$ cat config.mk
export PLATFORM = sky130hd
export DESIGN_NAME = enet_feed_top
export DESIGN_NICKNAME = d
export VERILOG_FILES = /design/src/hw/enet_feed_pkg.sv /design/src/hw/enet_feed_top.sv /design/src/hw/hex_display.sv /design/src/hw/word_fifo.sv /design/src/hw/rt_data_feed.sv /design/src/hw/dm9000a_bus.sv /design/src/hw/power_on_reset.sv
export SDC_FILE = /design/constraint.sdc
export NUM_CORES = 2
export LEC_CHECK = 0
export BUFFER_PORTS_ARGS = -buffer_cell sky130_fd_sc_hd__buf_2
export CORE_UTILIZATION = 45
export DETAILED_ROUTE_END_ITERATION = 10
export HOLD_SLACK_MARGIN = 0.15
export SLEW_MARGIN = 20
export SYNTH_ARGS = -nofsm -noshare
export SYNTH_HDL_FRONTEND = slang
export SYNTH_SLANG_ARGS = --single-unit
$ cat constraint.sdc
create_clock -name clk -period 7.39 [get_ports clk]
set_input_delay 1.478 -clock clk [delete_from_list [all_inputs] [get_ports clk]]
set_output_delay 1.478 -clock clk [all_outputs]
set_load 0.01 [all_outputs]
$ cat src/hw/enet_feed_pkg.sv
`default_nettype none

package enet_feed_pkg;

   typedef logic [15:0] enet_word_t;   // Chip host data bus
   typedef logic [7:0]  reg_index_t;   // Chip register address
   typedef logic [7:0]  fifo_count_t;  // Holds 0 to FIFO_DEPTH
   typedef logic [3:0]  hex_nibble_t;  // One display digit
   typedef logic [6:0]  seg_t;         // Segments g..a, active low

   typedef struct packed {
      seg_t digit7;  // Leftmost
      seg_t digit6;
      seg_t digit5;
      seg_t digit4;
      seg_t digit3;
      seg_t digit2;
      seg_t digit1;
      seg_t digit0;  // Rightmost
   } hex_digits_t;

   typedef struct packed {
      logic       write;  // 1 = register write
      reg_index_t index;  // Sent in the command phase
      enet_word_t wdata;  // Write data only
   } bus_req_t;

   typedef struct packed {
      enet_word_t hi;  // Receive status word
      enet_word_t lo;  // Byte length
   } rx_header_t;

   typedef enum logic [2:0] {
      chip_reset,
      read_link,
      idle,
      read_isr,
      read_header_status,
      read_header_len,
      read_data,
      clear_isr
   } feed_state_t;

   localparam int POR_CYCLES       = 16;
   localparam int CHIP_RST_CYCLES  = 8;
   localparam int BUS_PHASE_CYCLES = 4;    // Setup, 2 strobe, hold
   localparam int FIFO_DEPTH       = 128;

   localparam reg_index_t REG_NSR   = 8'h01;  // Network status
   localparam int         NSR_LINK_BIT = 6;
   localparam reg_index_t REG_ISR   = 8'hFE;  // Interrupt status
   localparam int         ISR_PR_BIT = 0;     // Packet received
   localparam reg_index_t REG_MRCMD = 8'hF2;  // Memory read, auto increment
   localparam logic [7:0] RX_READY  = 8'h01;  // Header status low byte, packet valid

   localparam seg_t SEG_BLANK = 7'h7F;

endpackage

`default_nettype wire
$ cat src/hw/enet_feed_top.sv
`timescale 1ns/1ps
`default_nettype none

module enet_feed_top (
   input  wire                          clk,
   input  wire                          rst,
   input  wire                          enet_int,
   input  wire enet_feed_pkg::enet_word_t enet_data_in,
   output enet_feed_pkg::enet_word_t    enet_data_out,
   output logic                         enet_data_oe,
   output logic                         enet_cmd,
   output logic                         enet_cs_n,
   output logic                         enet_wr_n,
   output logic                         enet_rd_n,
   output logic                         enet_rst_n,
   input  wire                          read_one,
   input  wire                          show_rx_lo,
   input  wire                          show_data,
   output logic                         have_data,
   output logic                         link_status,
   output enet_feed_pkg::hex_digits_t   digits
);
   import enet_feed_pkg::*;

   logic        po_reset;
   logic        global_reset;
   logic        bus_start;
   logic        bus_done;
   bus_req_t    bus_req;
   enet_word_t  bus_rdata;
   logic        push;
   enet_word_t  push_data;
   logic        fifo_full;
   logic        fifo_empty;
   enet_word_t  fifo_head;
   fifo_count_t fifo_count;
   rx_header_t  rx_header;

   assign global_reset = po_reset | rst;  // Startup or external
   assign have_data    = ~fifo_empty;

   power_on_reset por_i (
      .clk   (clk),
      .reset (po_reset)
   );

   rt_data_feed feed_i (
      .clk         (clk),
      .rst         (global_reset),
      .enet_int    (enet_int),
      .enet_rst_n  (enet_rst_n),
      .bus_start   (bus_start),
      .req         (bus_req),
      .bus_done    (bus_done),
      .rdata       (bus_rdata),
      .push        (push),
      .push_data   (push_data),
      .fifo_full   (fifo_full),
      .link_status (link_status),
      .rx_header   (rx_header)
   );

   dm9000a_bus bus_i (
      .clk           (clk),
      .rst           (global_reset),
      .bus_start     (bus_start),
      .req           (bus_req),
      .bus_done      (bus_done),
      .rdata         (bus_rdata),
      .enet_cmd      (enet_cmd),
      .enet_cs_n     (enet_cs_n),
      .enet_wr_n     (enet_wr_n),
      .enet_rd_n     (enet_rd_n),
      .enet_data_out (enet_data_out),
      .enet_data_oe  (enet_data_oe),
      .enet_data_in  (enet_data_in)
   );

   word_fifo fifo_i (
      .clk       (clk),
      .rst       (global_reset),
      .push      (push),
      .push_data (push_data),
      .pop       (read_one),  // Gated by empty inside
      .head      (fifo_head),
      .count     (fifo_count),
      .full      (fifo_full),
      .empty     (fifo_empty)
   );

   hex_display hex_i (
      .rx_header  (rx_header),
      .head       (fifo_head),
      .count      (fifo_count),
      .show_rx_lo (show_rx_lo),
      .show_data  (show_data),
      .digits     (digits)
   );

endmodule

`default_nettype wire

$ cat src/hw/hex_display.sv
`timescale 1ns/1ps
`default_nettype none

module hex_display (
   input  wire enet_feed_pkg::rx_header_t  rx_header,
   input  wire enet_feed_pkg::enet_word_t  head,
   input  wire enet_feed_pkg::fifo_count_t count,
   input  wire                             show_rx_lo,
   input  wire                             show_data,
   output enet_feed_pkg::hex_digits_t      digits
);
   import enet_feed_pkg::*;

   enet_word_t upper_val;  // Header word on digits 7..4
   enet_word_t lower_val;  // FIFO head or count on digits 3..0

   // Active low, bit 6 is segment g
   function automatic seg_t hex_to_seg(input hex_nibble_t val);
      case (val)
         4'h0:    hex_to_seg = 7'h40;
         4'h1:    hex_to_seg = 7'h79;
         4'h2:    hex_to_seg = 7'h24;
         4'h3:    hex_to_seg = 7'h30;
         4'h4:    hex_to_seg = 7'h19;
         4'h5:    hex_to_seg = 7'h12;
         4'h6:    hex_to_seg = 7'h02;
         4'h7:    hex_to_seg = 7'h78;
         4'h8:    hex_to_seg = 7'h00;
         4'h9:    hex_to_seg = 7'h10;
         4'hA:    hex_to_seg = 7'h08;
         4'hB:    hex_to_seg = 7'h03;
         4'hC:    hex_to_seg = 7'h46;
         4'hD:    hex_to_seg = 7'h21;
         4'hE:    hex_to_seg = 7'h06;
         default: hex_to_seg = 7'h0E;  // F
      endcase
   endfunction

   always_comb begin
      upper_val     = show_rx_lo ? rx_header.lo : rx_header.hi;
      lower_val     = show_data ? head : {8'h00, count};
      digits.digit7 = hex_to_seg(upper_val[15:12]);
      digits.digit6 = hex_to_seg(upper_val[11:8]);
      digits.digit5 = hex_to_seg(upper_val[7:4]);
      digits.digit4 = hex_to_seg(upper_val[3:0]);
      // Upper count digits blanked, count fits in two
      digits.digit3 = show_data ? hex_to_seg(lower_val[15:12]) : SEG_BLANK;
      digits.digit2 = show_data ? hex_to_seg(lower_val[11:8]) : SEG_BLANK;
      digits.digit1 = hex_to_seg(lower_val[7:4]);
      digits.digit0 = hex_to_seg(lower_val[3:0]);
   end

endmodule

`default_nettype wire

$ cat src/hw/word_fifo.sv
`timescale 1ns/1ps
`default_nettype none

module word_fifo (
   input  wire                          clk,
   input  wire                          rst,
   input  wire                          push,
   input  wire enet_feed_pkg::enet_word_t push_data,
   input  wire                          pop,
   output enet_feed_pkg::enet_word_t    head,
   output enet_feed_pkg::fifo_count_t   count,
   output logic                         full,
   output logic                         empty
);
   import enet_feed_pkg::*;

   enet_word_t                       mem [FIFO_DEPTH];
   logic [$clog2(FIFO_DEPTH)-1:0]    wr_ptr;   // Wraps naturally, depth is 2^n
   logic [$clog2(FIFO_DEPTH)-1:0]    rd_ptr;
   logic                             do_push;
   logic                             do_pop;

   assign empty   = (count == '0);
   assign full    = (int'(count) == FIFO_DEPTH);
   assign do_push = push && !full;   // Overflow dropped
   assign do_pop  = pop && !empty;   // Pop on empty ignored
   assign head    = mem[rd_ptr];     // Fall through, head visible now

   always_ff @(posedge clk) begin
      if (rst) begin
         wr_ptr <= '0;
         rd_ptr <= '0;
         count  <= '0;
      end else begin
         if (do_push) begin
            wr_ptr <= wr_ptr + 1'b1;
         end
         if (do_pop) begin
            rd_ptr <= rd_ptr + 1'b1;
         end
         case ({do_push, do_pop})
            2'b10:   count <= count + 1'b1;
            2'b01:   count <= count - 1'b1;
            default: count <= count;  // Both or neither
         endcase
      end
   end

   always_ff @(posedge clk) begin
      if (do_push) begin
         mem[wr_ptr] <= push_data;
      end
   end

endmodule

`default_nettype wire

$ cat src/hw/rt_data_feed.sv
`timescale 1ns/1ps
`default_nettype none

module rt_data_feed (
   input  wire                          clk,
   input  wire                          rst,
   input  wire                          enet_int,
   output logic                         enet_rst_n,
   output logic                         bus_start,
   output enet_feed_pkg::bus_req_t      req,
   input  wire                          bus_done,
   input  wire enet_feed_pkg::enet_word_t rdata,
   output logic                         push,
   output enet_feed_pkg::enet_word_t    push_data,
   input  wire                          fifo_full,
   output logic                         link_status,
   output enet_feed_pkg::rx_header_t    rx_header
);
   import enet_feed_pkg::*;

   feed_state_t                            state;
   logic                                   pending;     // Access issued, awaiting done
   logic [$clog2(CHIP_RST_CYCLES+1)-1:0]   rst_cnt;     // Chip reset pulse length
   enet_word_t                             words_left;  // Data words still to read
   enet_word_t                             status_q;    // Header status until length
   logic                                   needs_bus;

   // Every state except reset and idle runs exactly one access
   assign needs_bus = !(state inside {chip_reset, idle});
   assign bus_start = needs_bus && !pending && !(state == read_data && fifo_full);

   always_comb begin
      req.write = 1'b0;
      req.index = REG_MRCMD;  // Header and data reads
      req.wdata = '0;
      case (state)
         read_link: begin
            req.index = REG_NSR;
         end
         read_isr: begin
            req.index = REG_ISR;
         end
         clear_isr: begin
            req.write = 1'b1;
            req.index = REG_ISR;
            req.wdata = enet_word_t'(1) << ISR_PR_BIT;  // Write 1 to clear
         end
         default: begin
            req.index = REG_MRCMD;
         end
      endcase
   end

   assign push      = (state == read_data) && bus_done;  // One word per data read
   assign push_data = rdata;

   always_ff @(posedge clk) begin
      if (rst) begin
         state       <= chip_reset;
         pending     <= 1'b0;
         rst_cnt     <= '0;
         enet_rst_n  <= 1'b1;
         link_status <= 1'b0;
         rx_header   <= '0;
         words_left  <= '0;
      end else begin
         if (bus_start) begin
            pending <= 1'b1;
         end else if (bus_done) begin
            pending <= 1'b0;
         end
         case (state)
            chip_reset: begin
               if (int'(rst_cnt) == CHIP_RST_CYCLES) begin
                  enet_rst_n <= 1'b1;  // Release the chip
                  state      <= read_link;
               end else begin
                  rst_cnt    <= rst_cnt + 1'b1;
                  enet_rst_n <= 1'b0;
               end
            end
            read_link: begin
               if (bus_done) begin
                  link_status <= rdata[NSR_LINK_BIT];
                  state       <= idle;
               end
            end
            idle: begin
               if (enet_int) begin
                  state <= read_isr;
               end
            end
            read_isr: begin
               if (bus_done) begin
                  state <= rdata[ISR_PR_BIT] ? read_header_status : idle;
               end
            end
            read_header_status: begin
               if (bus_done) begin
                  // Not ready, just acknowledge the interrupt
                  state <= (rdata[7:0] == RX_READY) ? read_header_len : clear_isr;
               end
            end
            read_header_len: begin
               if (bus_done) begin
                  rx_header  <= {status_q, rdata};
                  words_left <= enet_word_t'(({1'b0, rdata} + 17'd1) >> 1);  // Bytes to words
                  state      <= (rdata == '0) ? clear_isr : read_data;
               end
            end
            read_data: begin
               if (bus_done) begin
                  words_left <= words_left - 1'b1;
                  if (words_left == enet_word_t'(1)) begin
                     state <= clear_isr;  // Last word pushed
                  end
               end
            end
            clear_isr: begin
               if (bus_done) begin
                  state <= idle;
               end
            end
            default: begin
               state <= idle;
            end
         endcase
      end
   end

   always_ff @(posedge clk) begin
      if (state == read_header_status && bus_done) begin
         status_q <= rdata;
      end
   end

endmodule

`default_nettype wire

$ cat src/hw/dm9000a_bus.sv
`timescale 1ns/1ps
`default_nettype none

module dm9000a_bus (
   input  wire                        clk,
   input  wire                        rst,
   input  wire                        bus_start,
   input  wire enet_feed_pkg::bus_req_t req,
   output logic                       bus_done,
   output enet_feed_pkg::enet_word_t  rdata,
   output logic                       enet_cmd,
   output logic                       enet_cs_n,
   output logic                       enet_wr_n,
   output logic                       enet_rd_n,
   output enet_feed_pkg::enet_word_t  enet_data_out,
   output logic                       enet_data_oe,
   input  wire enet_feed_pkg::enet_word_t enet_data_in
);
   import enet_feed_pkg::*;

   logic                                  busy;        // Access in progress
   logic                                  data_phase;  // 0 = index, 1 = data
   logic [$clog2(BUS_PHASE_CYCLES)-1:0]   cyc;         // Clock within phase
   bus_req_t                              req_q;       // Held for the access
   logic                                  nxt_busy;
   logic                                  nxt_phase;
   logic [$clog2(BUS_PHASE_CYCLES)-1:0]   nxt_cyc;
   bus_req_t                              req_sel;
   logic                                  nxt_strobe;

   // Next counter state, outputs are decoded from it and registered
   always_comb begin
      nxt_busy  = busy;
      nxt_phase = data_phase;
      nxt_cyc   = cyc;
      if (!busy) begin
         if (bus_start) begin
            nxt_busy  = 1'b1;
            nxt_phase = 1'b0;  // Index phase first
            nxt_cyc   = '0;
         end
      end else if (int'(cyc) == BUS_PHASE_CYCLES - 1) begin
         nxt_cyc = '0;
         if (data_phase) begin
            nxt_busy = 1'b0;  // Both phases done
         end else begin
            nxt_phase = 1'b1;
         end
      end else begin
         nxt_cyc = cyc + 1'b1;
      end
   end

   assign req_sel = busy ? req_q : req;  // New request used on the start cycle

   // Strobe cycles sit between setup and hold
   assign nxt_strobe = nxt_busy && (int'(nxt_cyc) >= 1)
                       && (int'(nxt_cyc) <= BUS_PHASE_CYCLES - 2);

   always_ff @(posedge clk) begin
      if (rst) begin
         busy         <= 1'b0;
         data_phase   <= 1'b0;
         cyc          <= '0;
         bus_done     <= 1'b0;
         enet_cmd     <= 1'b0;
         enet_cs_n    <= 1'b1;
         enet_wr_n    <= 1'b1;
         enet_rd_n    <= 1'b1;
         enet_data_oe <= 1'b0;
      end else begin
         busy         <= nxt_busy;
         data_phase   <= nxt_phase;
         cyc          <= nxt_cyc;
         bus_done     <= nxt_busy && nxt_phase && (int'(nxt_cyc) == BUS_PHASE_CYCLES - 1);
         enet_cmd     <= nxt_busy && nxt_phase;  // Low selects the index port
         enet_cs_n    <= !nxt_busy;
         enet_wr_n    <= !(nxt_strobe && (!nxt_phase || req_sel.write));
         enet_rd_n    <= !(nxt_strobe && nxt_phase && !req_sel.write);
         enet_data_oe <= nxt_busy && (!nxt_phase || req_sel.write);
      end
   end

   always_ff @(posedge clk) begin
      if (!busy && bus_start) begin
         req_q <= req;
      end
      enet_data_out <= nxt_phase ? req_sel.wdata : {8'h00, req_sel.index};
      // Capture on the last strobe clock of a read data phase
      if (busy && data_phase && !req_q.write && (int'(cyc) == BUS_PHASE_CYCLES - 2)) begin
         rdata <= enet_data_in;
      end
   end

endmodule

`default_nettype wire

$ cat src/hw/power_on_reset.sv
`timescale 1ns/1ps
`default_nettype none

module power_on_reset (
   input  wire  clk,
   output logic reset
);
   import enet_feed_pkg::*;

   // Counts up from zero after configuration
   logic [$clog2(POR_CYCLES+1)-1:0] por_count = '0;

   assign reset = int'(por_count) < POR_CYCLES;  // High until count saturates

   always_ff @(posedge clk) begin
      if (reset) begin
         por_count <= por_count + 1'b1;  // Stops at POR_CYCLES
      end
   end

endmodule

`default_nettype wire

==> summary.md <==
| Metric | Value |
|---|---|
| Die height | between 400 and 500 um |
| Worst setup EP type | output port |
| Largest net degree at the start of global routing | 135 |
| CTS H-tree depth | 4 |
| Antenna violations before repair | 10 |
| CP arrival | approximately 5.7 ns |
| Max-Cap Viols | 0 |
| Cell count after synthesis | 4466 |
| Routability cong. | around 0.96 |
| Setup Skew | roughly 0.047 ns |
| Via/cell ratio | just over 6 |
| Placed instance area | 91900 um^2 |
| Die area | 195800 um^2 |
| # IOs | roughly 100 |
| CP Max Fanout | 33 |
| Gr usage total | around 25% |
| Final std cells w/o fill | 7521 |
| Power Total | approximately 0.024 W |
| Clock Sinks | approximately 2200 |
| Slew Viols, Final | 0 |
| Pre-CTS setup slack | 1.067 ns |
| Startpoint types | flip-flop |
| Pwr/cell area | ~240 nW/um^2 |
| Initial Util | 45.35% |
| Wirelength, routed | between 200000 and 250000 um |
| Flops & latches, synth | between 2000 and 2500 |
| First-pass GRT wire length | between 300000 and 400000 um |
| DR vias | 46340 |
| Total gr overflow | 0 |
| DRC violations left | 0 |
| Max VDD drop | roughly 240 uV |
| Main synth FF type | edfxtp_1 |
| Clk buf depth | 3 |
| Wire length per cell | 32.38 um |
| Syn Std Cell Area | around 87000 um^2 |
| Async S/R FF share, synth | 0% |
| Dpl cells | just over 7000 |
| Iter 0 DRT Violations | just over 6000 |
| CP required | roughly 5.9 ns |
| CTS Root Cell | clkbuf_16 |
| Top post-synthesis cells by count | 2089 x edfxtp_1, 521 x mux4_2, 243 x nand2_1 |
| Die W | between 400 and 500 um |
| Final Cell Area | 98810 um^2 |
| Worst hold-check path type | flip-flop to flip-flop |
| Layout cell share with drive strength beyond 1 | 25.57% |
| Post-DP HPWL | 148600 um |
| Top-count cell post-synth | edfxtp_1 |
| CTS tree | yes |
| Clock transition at the registers of the reported paths | 0.06 ns |
| Endpoints failing setup | 0 |
| Core area | between 150000 and 200000 um^2 |
| Rows | ~160 |
| Crit Path Class | flip-flop to output port |
| Synth warn | 0 |
| Area grow syn2layout | 13.14% |
| Later-pin clock latency in the skew report | approximately 0.87 ns |
| Drt pass-1 iters | 5 |
| Num CTS Buffers | 217 |
| Share of the synthesized area in the top cell type | between 70% and 80% |
| Peak Freq | 140.2 MHz |
| Worst slew pin tran | 1.255 ns |
| Yosys cell types | 81 |
| Top area cells in the synthesized netlist | edfxtp_1 72%, mux4_2 13%, dfxtp_1 2.3% |
| Slew headroom | around 16% |
| Syn Area/Cell | approximately 20 um^2 |
| Detail Route Antenna Nets | 0 |
| RSZ-0062 raised after global routing | no |
| Final Hold Viols | 0 |
| Fin nets | a little under 5000 |
| Crit path time final | roughly 7.1 ns |
| Seq/Total Area, Yosys | 74.12% |
| Tcrit/Tclk final | ~97% |
| Post-synth top area cell | edfxtp_1 |
| Vias in the first global route | approximately 45000 |
| Status | complete, no violations |
| Final worst slack | roughly 0.26 ns |
| Lkg Pwr | 30.71 nW |
| Number of flops mapped to enable cells by yosys | ~2100 |
| Number of port buffers | 93 |
| Setup TNS | 0 ns |
| Post-CTS setup buffer count | 0 |
[logic make-up (layout without fill, tap and decap cells)]
family,Yosys count,in the layout,share of synthesized area [%]
DFF,2189,2189,74.12
adders and majority gates,60,60,0.8596
buffers and inverters,306,827,2.100
and+or+nand+nor,747,747,3.842
xor gates and xnor gates,36,36,0.3610
other,1,9,0.004294
muxes,656,656,15.15
AOI/OAI and AO/OA,471,471,3.567
[where the power goes]
group | switching [W] | internal [W]
sequential | 0.00000517 | 0.0134
clock | 0.00475 | 0.00590
combinational | 0.0000664 | 0.0000390
total | 0.00482 | 0.0193
[per-layer routing]
layer,share of wire [%],global-route usage (%),up-vias,wire length [um]
met5,0,0,-,0
met4,4.0,9.381,0,9683
met3,9.3,4.919,382,22530
met2,46,37.62,2298,112100
met1,41,35.64,24700,99190
li1,-,-,18970,-
[cell type report]
type,instances,area [um^2]
Fill cell,15400,93770
Sequential cell,2189,64750
Multi-Input combinational cell,1978,20950
Clock buffer,284,5773
Tap cell,2526,3161
Timing Repair Buffer,373,2913
Clock inverter,116,1060
Inverter,54,203.9
Antenna cell,1,2.502
[final timing paths]
| kind | startpoint | slack [ns] | cells past startpoint | endpoint |
|---|---|---|---|---|
| hold reg to reg | feed_i.rx_header[21] | 0.46 | 2 | feed_i.rx_header[21] |
| setup / recovery | flip-flop | 0.26 | 11 | digits[8] |
| hold / removal | feed_i.rx_header[21] | 0.46 | 2 | feed_i.rx_header[21] |
| setup reg to reg | feed_i.state[2] | 2.05 | 14 | fifo_i.count[6] |
[worst max-delay path: stages, from the launching register on]
cell	delay [ns]
dfxtp_4	0.86
buf_4	0.33
buf_12	0.25
mux4_2	0.54
mux4_2	0.54
o221ai_1	0.68
a31oi_1	0.45
inv_1	0.18
ha_1	0.25
mux2_1	0.30
a32o_1	0.21
buf_2	0.13
[stage by stage]
stage,hold WS [ns],utilization (%)
after floorplan,0.4280,-
after detailed placement,0.4486,47.72
after global routing,0.4765,51.31
final,0.4562,51.31
after CTS,0.4568,51.27
after global placement,0.4397,47.72
[cell usage in the layout (no fill, tap or decap), types with 47 or more instances in the layout]
master,n
mux2i_1,105
dfxtp_1,94
o21ai_0,62
buf_4,253
edfxtp_1,2089
a21oi_1,126
nor2_1,214
ha_1,60
inv_1,47
mux4_2,521
a22oi_1,92
nand3_1,82
nand2_1,242
buf_2,93
clkbuf_16,218
clkbuf_1,59
[what timing repair did]
action | in CTS | in global routing
hold buffers | 0 | 0
resized for setup | 0 | 1
setup endpoints to repair | 0 | 1
[state kept, by name, summed over array words and instances (netlist names), 2 cells and up, named ones only]
name,flops
fifo_i.mem,2048
feed_i.rx_header,32
bus_i.rdata,16
feed_i.status_q,16
feed_i.words_left,16
fifo_i.count,8
fifo_i.rd_ptr,7
fifo_i.wr_ptr,7
por_i.por_count,5
bus_i.req_q,4
feed_i.rst_cnt,4
bus_i.enet_data_out,3
feed_i.state,3
bus_i.cyc,2
(Power assumes the default switching activity.)
